## config.mk

```make
export PLATFORM = sky130hd
export DESIGN_NAME = prefetch_fifo
export DESIGN_NICKNAME = d
export VERILOG_FILES = /design/src/rtl/pf_fifo_pkg.sv /design/src/rtl/sdp_ram.sv /design/src/rtl/fifo_ctrl.sv /design/src/rtl/read_prefetch.sv /design/src/rtl/out_reg_fifo.sv /design/src/rtl/prefetch_fifo.sv
export SDC_FILE = /design/constraint.sdc
export NUM_CORES = 1
export LEC_CHECK = 0
export ABC_AREA = 1
export BUFFER_PORTS_ARGS = -buffer_cell sky130_fd_sc_hd__buf_2
export CORE_MARGIN = 2
export CORE_UTILIZATION = 28
export DETAILED_ROUTE_END_ITERATION = 16
export PLACE_DENSITY = 0.5
export SETUP_SLACK_MARGIN = 0.4
export SLEW_MARGIN = 20
export SYNTH_ARGS = -nofsm -noshare
export SYNTH_HDL_FRONTEND = slang
export SYNTH_SLANG_ARGS = --single-unit
export TNS_END_PERCENT = 100
```

## constraint.sdc

```tcl
create_clock -name rd_clk -period 2.9 [get_ports rd_clk]
set_input_delay 0.145 -clock rd_clk [delete_from_list [all_inputs] [get_ports rd_clk]]
set_output_delay 0.145 -clock rd_clk [all_outputs]
set_load 0.01 [all_outputs]
```

## src/rtl/pf_fifo_pkg.sv

```systemverilog
// widths, depth and flag thresholds of the prefetch FIFO
// word, address and level vector types
// fill state of the read-ahead path

package pf_fifo_pkg;

  ////////////////////
  // sizes
  ////////////////////

  localparam int data_w  = 32;           // one FIFO word
  localparam int depth_w = 4;            // RAM address bits
  localparam int depth   = 16;           // RAM entries
  localparam int level_w = 5;            // holds 0..depth

  ////////////////////
  // flag thresholds
  ////////////////////

  localparam int almost_full_lvl  = 14;  // high at or above
  localparam int almost_empty_lvl = 2;   // high at or below

  ////////////////////
  // types
  ////////////////////

  typedef logic [data_w-1:0]  data_t;    // payload word
  typedef logic [depth_w-1:0] addr_t;    // RAM address
  typedef logic [level_w-1:0] level_t;   // words held in RAM

  // words read from RAM and not yet popped,
  // counting the RAM read register and the output buffer
  typedef enum logic [1:0]
  {
    pf_zero,
    pf_one,
    pf_two
  } pf_fill_e;

endpackage

```

## src/rtl/sdp_ram.sv

```systemverilog
// simple dual-port RAM, depth x data_w
// one write port, one registered read port

module sdp_ram
  import pf_fifo_pkg::*;
(
  input  logic  rd_clk,      // single clock for both ports
  input  logic  wr_push,     // accepted write
  input  addr_t wr_addr,     // write address from ctrl
  input  data_t wr_data,     // write word
  input  logic  ram_rd,      // read strobe from read-ahead
  input  addr_t rd_addr,     // read address from ctrl
  output data_t ram_rdata    // registered read word
);

  ////////////////////
  // storage
  ////////////////////

  data_t mem [depth];        // word array
  data_t rdata_q;            // read register

  // write port
  always_ff @(posedge rd_clk)
  begin
    if (wr_push)
    begin
      mem[wr_addr] <= wr_data;  // store accepted word
    end
  end

  ////////////////////
  // read port
  ////////////////////

  // ctrl never lets a read hit the slot being written,
  // so no bypass is needed here
  always_ff @(posedge rd_clk)
  begin
    if (ram_rd)
    begin
      rdata_q <= mem[rd_addr];  // capture on strobe only
    end
  end

  assign ram_rdata = rdata_q;   // holds until next strobe

endmodule

```

## src/rtl/fifo_ctrl.sv

```systemverilog
// write and read pointers of the RAM
// occupancy count and water level
// full, empty and almost flags

module fifo_ctrl
  import pf_fifo_pkg::*;
(
  input  logic   rd_clk,
  input  logic   rd_rst,        // async, active high
  input  logic   wr_push,       // accepted write
  input  logic   ram_rd,        // RAM read issued
  output addr_t  wr_addr,       // next slot to write
  output addr_t  rd_addr,       // next slot to read
  output logic   full,          // RAM holds depth words
  output logic   empty,         // RAM holds nothing
  output logic   almost_full,   // level >= almost_full_lvl
  output logic   almost_empty,  // level <= almost_empty_lvl
  output level_t wr_level       // words in RAM
);

  ////////////////////
  // state
  ////////////////////

  addr_t  wr_ptr_q;             // wraps at depth
  addr_t  rd_ptr_q;             // wraps at depth
  level_t count_q;              // current occupancy
  level_t count_nxt;            // occupancy after this edge

  ////////////////////
  // pointers
  ////////////////////

  always_ff @(posedge rd_clk or posedge rd_rst)
  begin
    if (rd_rst)
    begin
      wr_ptr_q <= '0;
    end
    else if (wr_push)
    begin
      wr_ptr_q <= wr_ptr_q + 1'b1;  // natural wrap, depth is 2**depth_w
    end
  end

  always_ff @(posedge rd_clk or posedge rd_rst)
  begin
    if (rd_rst)
    begin
      rd_ptr_q <= '0;
    end
    else if (ram_rd)
    begin
      rd_ptr_q <= rd_ptr_q + 1'b1;  // advance per issued read
    end
  end

  assign wr_addr = wr_ptr_q;
  assign rd_addr = rd_ptr_q;

  ////////////////////
  // occupancy
  ////////////////////

  always_comb
  begin
    case ({wr_push, ram_rd})
      2'b10:   count_nxt = count_q + 1'b1;  // write only
      2'b01:   count_nxt = count_q - 1'b1;  // read only
      default: count_nxt = count_q;         // both or neither
    endcase
  end

  always_ff @(posedge rd_clk or posedge rd_rst)
  begin
    if (rd_rst)
    begin
      count_q <= '0;
    end
    else
    begin
      count_q <= count_nxt;
    end
  end

  assign wr_level = count_q;    // same edge as the flags

  ////////////////////
  // flags
  ////////////////////

  // registered from the next count so they line up with count_q
  always_ff @(posedge rd_clk or posedge rd_rst)
  begin
    if (rd_rst)
    begin
      full         <= 1'b0;
      empty        <= 1'b1;
      almost_full  <= 1'b0;
      almost_empty <= 1'b1;
    end
    else
    begin
      full         <= (count_nxt == level_t'(depth));
      empty        <= (count_nxt == '0);
      almost_full  <= (count_nxt >= level_t'(almost_full_lvl));
      almost_empty <= (count_nxt <= level_t'(almost_empty_lvl));
    end
  end

  ////////////////////
  // checks
  ////////////////////

  // top gates the write with wr_vld
  a_no_push_full: assert property (
    @(posedge rd_clk) disable iff (rd_rst)
    !(wr_push && full)
  );

  // read-ahead must respect empty
  a_no_read_empty: assert property (
    @(posedge rd_clk) disable iff (rd_rst)
    !(ram_rd && empty)
  );

endmodule

```

## src/rtl/read_prefetch.sv

```systemverilog
// read-ahead control in front of the output buffer
// fill state of words read from RAM but not yet popped

module read_prefetch
  import pf_fifo_pkg::*;
(
  input  logic rd_clk,
  input  logic rd_rst,     // async, active high
  input  logic empty,      // RAM has no words
  input  logic pop,        // consumer takes a word
  output logic ram_rd,     // issue a RAM read
  output logic buf_push    // ram_rdata valid this cycle
);

  pf_fill_e fill_q;        // words in flight or buffered
  pf_fill_e fill_nxt;
  logic     buf_push_q;    // ram_rd one cycle late

  // read while there is room, or room is made by this pop
  assign ram_rd = ~empty & ((fill_q != pf_two) | pop);

  ////////////////////
  // fill state
  ////////////////////

  always_comb
  begin
    fill_nxt = fill_q;
    case ({ram_rd, pop})
      2'b10:                       // one more word taken from RAM
        case (fill_q)
          pf_zero: fill_nxt = pf_one;
          default: fill_nxt = pf_two;
        endcase
      2'b01:                       // one word handed out
        case (fill_q)
          pf_two:  fill_nxt = pf_one;
          default: fill_nxt = pf_zero;
        endcase
      default: fill_nxt = fill_q;  // in and out balance
    endcase
  end

  always_ff @(posedge rd_clk or posedge rd_rst)
  begin
    if (rd_rst)
    begin
      fill_q     <= pf_zero;
      buf_push_q <= 1'b0;
    end
    else
    begin
      fill_q     <= fill_nxt;
      buf_push_q <= ram_rd;        // RAM word lands next cycle
    end
  end

  assign buf_push = buf_push_q;

  ////////////////////
  // checks
  ////////////////////

  // rd_vld from the buffer must agree with the fill count
  a_no_pop_zero: assert property (
    @(posedge rd_clk) disable iff (rd_rst)
    !(pop && (fill_q == pf_zero))
  );

endmodule

```

## src/rtl/out_reg_fifo.sv

```systemverilog
// two-entry register FIFO on the read side
// head slot drives rd_data, tail slot backs it up

module out_reg_fifo
  import pf_fifo_pkg::*;
(
  input  logic  rd_clk,
  input  logic  rd_rst,      // async, active high
  input  logic  buf_push,    // ram_rdata valid
  input  data_t ram_rdata,   // word from RAM read register
  input  logic  rd_en,       // consumer ready
  output data_t rd_data,     // head word
  output logic  rd_vld       // head occupied
);

  ////////////////////
  // slots
  ////////////////////

  data_t head_q;             // oldest word
  data_t tail_q;             // next word
  logic  head_vld_q;
  logic  tail_vld_q;

  logic  pop;                // head leaves this edge
  logic  head_free;          // head empty once the pop is counted
  logic  head_vld_nxt;
  logic  tail_vld_nxt;

  assign pop = rd_en & head_vld_q;

  // after a pop the tail becomes the head
  assign head_free = pop ? ~tail_vld_q : ~head_vld_q;

  always_comb
  begin
    head_vld_nxt = (pop ? tail_vld_q : head_vld_q) | buf_push;
    tail_vld_nxt = (pop ? 1'b0 : tail_vld_q) | (buf_push & ~head_free);
  end

  always_ff @(posedge rd_clk or posedge rd_rst)
  begin
    if (rd_rst)
    begin
      head_vld_q <= 1'b0;
      tail_vld_q <= 1'b0;
    end
    else
    begin
      head_vld_q <= head_vld_nxt;
      tail_vld_q <= tail_vld_nxt;
    end
  end

  ////////////////////
  // payload
  ////////////////////

  always_ff @(posedge rd_clk)
  begin
    if (pop && tail_vld_q)
    begin
      head_q <= tail_q;          // shift up
    end
    if (buf_push)
    begin
      if (head_free)
      begin
        head_q <= ram_rdata;     // straight into head
      end
      else
      begin
        tail_q <= ram_rdata;     // park behind head
      end
    end
  end

  assign rd_data = head_q;       // stable while stalled
  assign rd_vld  = head_vld_q;

  ////////////////////
  // checks
  ////////////////////

  // read-ahead must never send a third word
  a_no_overflow: assert property (
    @(posedge rd_clk) disable iff (rd_rst)
    !(buf_push && head_vld_q && tail_vld_q && !pop)
  );

endmodule

```

## src/rtl/prefetch_fifo.sv

```systemverilog
// prefetching FIFO top level
// RAM, pointer control, read-ahead and output buffer

module prefetch_fifo
  import pf_fifo_pkg::*;
(
  input  logic   rd_clk,
  input  logic   rd_rst,        // async, active high
  input  data_t  wr_data,       // writer word
  input  logic   wr_en,         // writer request
  output logic   wr_vld,        // space available
  output data_t  rd_data,       // head word
  input  logic   rd_en,         // consumer ready
  output logic   rd_vld,        // head word valid
  output logic   almost_full,   // RAM near full
  output logic   almost_empty,  // RAM near empty
  output level_t wr_level       // words in RAM
);

  ////////////////////
  // wires
  ////////////////////

  logic  wr_push;               // accepted write
  logic  pop;                   // accepted read
  logic  full;
  logic  empty;
  logic  ram_rd;                // read strobe into RAM
  logic  buf_push;              // RAM word into buffer
  addr_t wr_addr;
  addr_t rd_addr;
  data_t ram_rdata;

  assign wr_vld  = ~full;
  assign wr_push = wr_en & wr_vld;
  assign pop     = rd_vld & rd_en;

  ////////////////////
  // blocks
  ////////////////////

  sdp_ram u_ram (
    .rd_clk    (rd_clk),
    .wr_push   (wr_push),
    .wr_addr   (wr_addr),
    .wr_data   (wr_data),
    .ram_rd    (ram_rd),
    .rd_addr   (rd_addr),
    .ram_rdata (ram_rdata)
  );

  fifo_ctrl u_ctrl (
    .rd_clk       (rd_clk),
    .rd_rst       (rd_rst),
    .wr_push      (wr_push),
    .ram_rd       (ram_rd),
    .wr_addr      (wr_addr),
    .rd_addr      (rd_addr),
    .full         (full),
    .empty        (empty),
    .almost_full  (almost_full),
    .almost_empty (almost_empty),
    .wr_level     (wr_level)
  );

  read_prefetch u_prefetch (
    .rd_clk   (rd_clk),
    .rd_rst   (rd_rst),
    .empty    (empty),
    .pop      (pop),
    .ram_rd   (ram_rd),
    .buf_push (buf_push)
  );

  out_reg_fifo u_out (
    .rd_clk    (rd_clk),
    .rd_rst    (rd_rst),
    .buf_push  (buf_push),
    .ram_rdata (ram_rdata),
    .rd_en     (rd_en),
    .rd_data   (rd_data),
    .rd_vld    (rd_vld)
  );

endmodule

```

# [Word level (Yosys, flattened, before mapping)]
# Memories as Yosys holds them, arrays and structs flattened. A register that Yosys moved wholly into a read port is not among the register bits.
# Cells that the tools add are included.
[word_totals] ram_bits=512 in_bits=36 regBits=86 output_inout_bits=41 n_memories=1
[op_classes] n_mux=12 add_sub_neg=4 n_reduce_logical=5 n_lt_le_gt_ge=2 eq_ne=7 bitwise_logic=12
[memory_table] memory="u_ram.mem" words=16 word_bits=32 rd=1 rd_ports_with_merged_regs=1 write_ports=1 line_no="sdp_ram.sv:20" source="data_t mem [depth];"
[op_table] cell="2-to-1 mux 32 bit" count=3
[op_table] cell="one-hot mux 5 bit (2 select lines)" count=1
[op_table] cell="adder 4 x 1 -> 4 bit (second input constant)" count=2
[op_table] cell="== test 2 bit (second input constant)" count=3
[op_table] cell="2-to-1 mux 1 bit" count=6
[op_table] cell="adder 5 x 1 -> 5 bit (second input constant)" count=1
[op_table] cell="== test 5 bit (second input constant)" count=1
[op_table] cell="greater-or-equal comparator 5 x 4 -> 1 bit (second input constant)" count=1
[op_table] cell="<= comparator 5 x 2 -> 1 bit (second input constant)" count=1
[op_table] cell="logical NOT 5 bit" count=1
[op_table] cell="NOT 1 bit" count=5
[op_table] cell="subtractor 5 x 1 -> 5 bit (second input constant)" count=1
[op_table] cell="bitwise AND 1 bit" count=4
[op_table] cell="== test 2 x 1 -> 1 bit (second input constant)" count=2
[op_table] cell="one-hot mux 2 bit (2 select lines)" count=1
[op_table] cell="OR 1 bit" count=3
[op_table] cell="logical NOT 2 bit" count=1
[op_table] cell="2-to-1 mux 2 bit" count=1
[op_table] cell="inequality test 2 bit (second input constant)" count=1
[op_table] cell="AND reduction 2 bit" count=1
[op_table] cell="nonzero test 2 bit" count=1
[op_table] cell="logical AND 1 bit" count=1

# [Longest topological paths before layout]
[logic_depth] depth_word=6 depth_mapped=19 mapped_depth_nobuf=19

# [By module]
# From an unflattened synthesis, not the netlist that was laid out.
[hier_totals] cells_unflattened=2544 hier_area_um2=26910.8
[modules_own_cells] mod="sdp_ram" seq_area_each_um2=16335.7 area_each_um2=23050.9 cells_each=2120 instances=1
[modules_own_cells] mod="out_reg_fifo" seq_area_each_um2=1651.6 area_each_um2=2767.7 cells_each=295 instances=1
[modules_own_cells] mod="fifo_ctrl" seq_area_each_um2=427.9 area_each_um2=908.4 cells_each=99 instances=1
[modules_own_cells] mod="read_prefetch" seq_area_each_um2=75.1 area_each_um2=162.7 cells_each=25 instances=1
[modules_own_cells] mod="prefetch_fifo" seq_area_each_um2=0.0 area_each_um2=21.3 cells_each=5 instances=1

# [Worst setup path before layout]
# Ideal clock, no wire load.
[synth_path] path_type="reg-to-reg" start="register u_out.head_vld_q (netlist: u_out.rd_vld)" end="register u_ctrl.full" path_buffers=0 path_stages_with_launch=17 slack_ns=-0.019 t_arrival_ns=2.801 cell_sequence="dfrtp_1 -> nand2_1 -> nand2_1 -> nand2_1 -> inv_1 -> ha_1 -> nand2_1 -> inv_1 -> nor2_1 -> ha_1 -> inv_1 -> nand2_1 -> xnor2_1 -> o21ai_0 -> inv_1 -> nand3_1 -> nor2_1"
[synth_via] elab_chain_len=6
[synth_lines] item="start: declaration" line_no="out_reg_fifo.sv:22" source="logic head_vld_q;"
[synth_lines] item="start signal: assignment" line_no="out_reg_fifo.sv:50" source="head_vld_q <= head_vld_nxt;"
[synth_lines] item="bitwise AND 1 bit (*)" line_no="prefetch_fifo.sv:36" source="assign pop = rd_vld & rd_en;"
[synth_lines] item="OR 1 bit (*)" line_no="read_prefetch.sv:20" source="assign ram_rd = ~empty & ((fill_q != pf_two) | pop);"
[synth_lines] item="bitwise AND 1 bit (*)" line_no="read_prefetch.sv:20"
[synth_lines] item="net ram_rd" line_no="prefetch_fifo.sv:28" source="logic ram_rd;"
[synth_lines] item="== test 2 x 1 -> 1 bit or == test 2 bit (tied branches)" line_no="fifo_ctrl.sv:67" source="case ({wr_push, ram_rd})"
[synth_lines] item="one-hot mux 5 bit (2 select lines) (*)" line_no="fifo_ctrl.sv:67"
[synth_lines] item="net u_ctrl.count_nxt[2]" line_no="fifo_ctrl.sv:28" source="level_t count_nxt;"
[synth_lines] item="== test 5 bit (*)" line_no="fifo_ctrl.sv:104" source="full <= (count_nxt == level_t'(depth));"
[synth_lines] item="end signal: assignment" line_no="fifo_ctrl.sv:104"
[synth_lines] item="end: declaration" line_no="fifo_ctrl.sv:14" source="output logic full,"
# The timed path passes the listed nets; every way through them passes the cells marked *.
# A chain may end at the register's enable or synchronous reset.

# [Worst setup path after layout]
[layout_path] start="register u_ctrl.full" end="memory u_ram.mem[12][0] (netlist bit), enable pin"
[layout_via] elab_chain_len=4
[layout_lines] item="NOT 1 bit" line_no="prefetch_fifo.sv:34" source="assign wr_vld = ~full;"
[layout_lines] item="bitwise AND 1 bit" line_no="prefetch_fifo.sv:35" source="assign wr_push = wr_en & wr_vld;"
[layout_lines] item="2-to-1 mux 1 bit" line_no="sdp_ram.sv:26" source="if (wr_push)"
[layout_lines] item="2-to-1 mux 1 bit (implied by the code)" line_no="sdp_ram.sv:28" source="mem[wr_addr] <= wr_data;"
[layout_lines] item="end: declaration" line_no="sdp_ram.sv:20"
# Every way passes these cells.

==> results.yml <==
route:
  drt_iter0_markers: 1263
  drt-total-wl_um: 62800
  drc: 0
  vias: 14800
  viasPerCell: 4.69
  drtAntennaViolNets: 0
  drt_first_pass_iters: 5
  wl_per_cell_um: 19.9
job:
  drv_cap: 0
timing:
  whs_ns: 0.125
  slew_violations: 0
  slew_headroom_pct: 36.8
  fin_setup_tns_ns: 0
  fin_crit_ns: 2.35
  grt_setup_unrepaired: "false"
  max_freq_ghz: 0.425
  finalHoldViolCount: 0
  clock_skew_ns: 0.0201
  tightest_slew_ns: 0.942
  finalCritPeriodShare_pct: 81.1
  setup_violations: 0
worst_setup_path:
  start_kind: "flop"
  critPathSlowestCell: "nor2_4"
  worstPathRequired_ns: 3.18
  reg2regPathDepth: 6
  r2r-end: "u_ram.mem[12][0]"
  cp_max_fo: 12
  critPathTopFamily: "simple AND/OR/NAND/NOR gates"
  r2r-start: "u_ctrl.full"
  critPathKind: "flop to flop"
  worstPathCellList: "inv_1 -> nand2_1 -> inv_1 -> nand2_1 -> nor2_4 -> buf_4"
  crit_buf_inv: 3
  max_stage_delay_ns: 0.49
  cp.arrival_ns: 2.63
  rrSetupSlack_ns: 0.55
  end_kind: "flop"
grt:
  antenna_found_initial: 1
  grt_pass1_wl_um: 94300
  grt_usage_pct: 13.9
  grt_pass1_vias: 14800
  grt_max_degree: 95
  gr-total-overflow: 0
placement:
  place_congestion: 0.750
  io_buffers: 76
  post_dp_cell_area_um2: 26500
  dp.cells: 2991
  dp_hpwl_um: 37300
clock_network:
  cts_root_buf: "clkbuf_16"
  cts_htree_levels: 3
  cts_tree: "yes"
  clk_pin_slew_ns: 0.06
  cts_sinks: 630
  cts_buffers: 69
  insertion_delay_ns: 0.60
  cts.path.max_buffers: 3
power_and_ir_drop:
  p_per_area_nw_per_um2: 1050
  ir_worst_vdd_mv: 0.494
  p_leak_nw: 9.67
final_layout:
  num-fill-cells: 8506
  instances_no_fill: 3150
  layout-drive-gt1-share_pct: 13.0
  num-nets-final: 1987
  syn2layout_area_growth_pct: 18.8
  stdcell_area_um2: 28900
  final-seq-area_um2: 18500
  multiInputGateArea_um2: 5360
synthesis:
  synth.area.top_cells: "edfxtp_1, nor2_1, o21ai_0"
  ys_ff_latch: 630
  syn_area_per_cell_um2: 13.4
  synth_area_um2: 24300
  async_flop_share_pct: 3.49
  yosysSeqAreaShare_pct: 76.0
  synth.yosys.warnings: 0
  syn_nets: 1858
  yosysTopAreaCell: "edfxtp_1"
  ys_top_cells_by_count: "edfxtp_1, nor2_1, o21ai_0"
  synth.top_cell.area_share_pct: 71.1
  synth_edf_count: 576
  synth.distinct_cells: 27
  synthFlopType: "edfxtp_1"
  syn_inst: 1814
  yosysMostFrequentCell: "edfxtp_1"
min_path:
  hold_depth: 3
  hp-class: "primary input to flop"
  min_from: "wr_en"
  min_to: "u_ctrl.wr_addr[0]"
die:
  ios: 77
  die_w_um: 299
  core_area_um2: 86500
  fp.dieH_um: 299
  start_util_pct: 28.1
  rows: 108
  dieArea_um2: 89300
run_status:
  outcome: "finished, final reports clean"
==> through the flow <==
stage               util, %  worst slack [ns]  total power, W
floorplan                 -             0.212          0.0186
global placement       30.6             0.593          0.0223
detailed placement     30.6             0.562          0.0224
CTS                    33.4             0.537          0.0307
global route           33.4             0.407          0.0321
finish                 33.4             0.547          0.0303
==> sequential cells by signal, summed over array words and instances (netlist names) <==
name / flops
u_ctrl.full: 1
u_out.tail_q: 32
u_out.rd_vld: 1
u_ctrl.almost_empty: 1
u_ctrl.rd_addr: 4
u_out.rd_data: 32
u_ram.mem: 512
u_prefetch.fill_q: 2
u_ctrl.wr_addr: 4
u_ctrl.almost_full: 1
u_ctrl.wr_level: 5
u_ram.ram_rdata: 32
u_prefetch.buf_push: 1
u_ctrl.empty: 1
u_out.tail_vld_q: 1
==> layout by cell type, fill, tap and decap left out, types with 3 or more instances in the layout <==
master	n
dlygate4sd3_1	34
dfrtp_4	3
inv_1	27
o22ai_1	3
o21ai_1	34
o21ai_0	233
buf_4	46
buf_12	17
mux2i_1	30
o221ai_1	30
o211ai_1	98
clkbuf_1	21
nand3_1	39
a31oi_1	32
edfxtp_1	576
clkinv_1	15
ha_1	7
clkinv_2	12
nand2_1	131
dfrtp_1	17
xor2_1	7
nand4_1	4
dfxtp_1	32
nand2_2	5
buf_2	76
clkbuf_16	73
nor2_1	363
nor2_4	17
==> how the worst max path moves through the flow <==
stage / start / endpoint / slack [ns] / depth (start not counted)
after detailed placement: u_ctrl.full / u_ram.mem[12][14] / 0.56 / 6
after floorplan: u_ctrl.full / u_ram.mem[11][0] / 0.21 / 5
final: u_ctrl.full / u_ram.mem[12][0] / 0.55 / 6
after global routing: u_out.rd_vld / u_ctrl.almost_empty / 0.41 / 17
after global placement: u_ctrl.full / u_ram.mem[12][8] / 0.59 / 6
after CTS: u_ctrl.full / u_ram.mem[12][0] / 0.54 / 6
==> kinds of logic after synthesis <==
group | after synthesis | synth area share [%]
xor gates and xnor gates | 9 | 0.324
and+or+nand+nor | 561 | 8.90
AOI/OAI and AO/OA | 430 | 10.5
buffers and inverters | 146 | 2.68
DFF | 630 | 76.0
muxes | 30 | 1.23
adders and majority gates | 8 | 0.411
==> area by class of cell <==
cell class,count,area share (%)
timing repair buffer,173,4.86
tap,1155,5.00
antenna,1,0.00865
multi-input combinational,1038,18.5
sequential,630,64.0
clock inverter,28,0.623
inverter,31,0.433
clock buffer,94,6.59
==> what timing repair did <==
item | CTS | global route
buffers inserted | 0 | 2
hold endpoints to repair | 534 | 0
setup endpoints to repair | 0 | 3
hold buffers | 34 | 0
gates resized for setup | 0 | 1
==> tightest hold or removal path, stage by stage <==
cell and delay (ns):
buf_2 0.11, nand2_1 0.30, xor2_1 0.11
==> metal layers <==
metal  vias up  routed length [um]  global-route usage, %
li1       6937                   -                      -
met1      7449               29500                   19.3
met2       330               29400                   22.3
met3        73                2950                   2.43
met4         0                1020                   3.62
met5         -                   0                      0
==> where the power goes <==
group | total, W | switching (W) | internal, W
Combinational | 0.00938 | 0.00642 | 0.00295
Clock | 0.00820 | 0.00343 | 0.00477
Sequential | 0.0128 | 0.000871 | 0.0119
(Power assumes the default switching activity.)
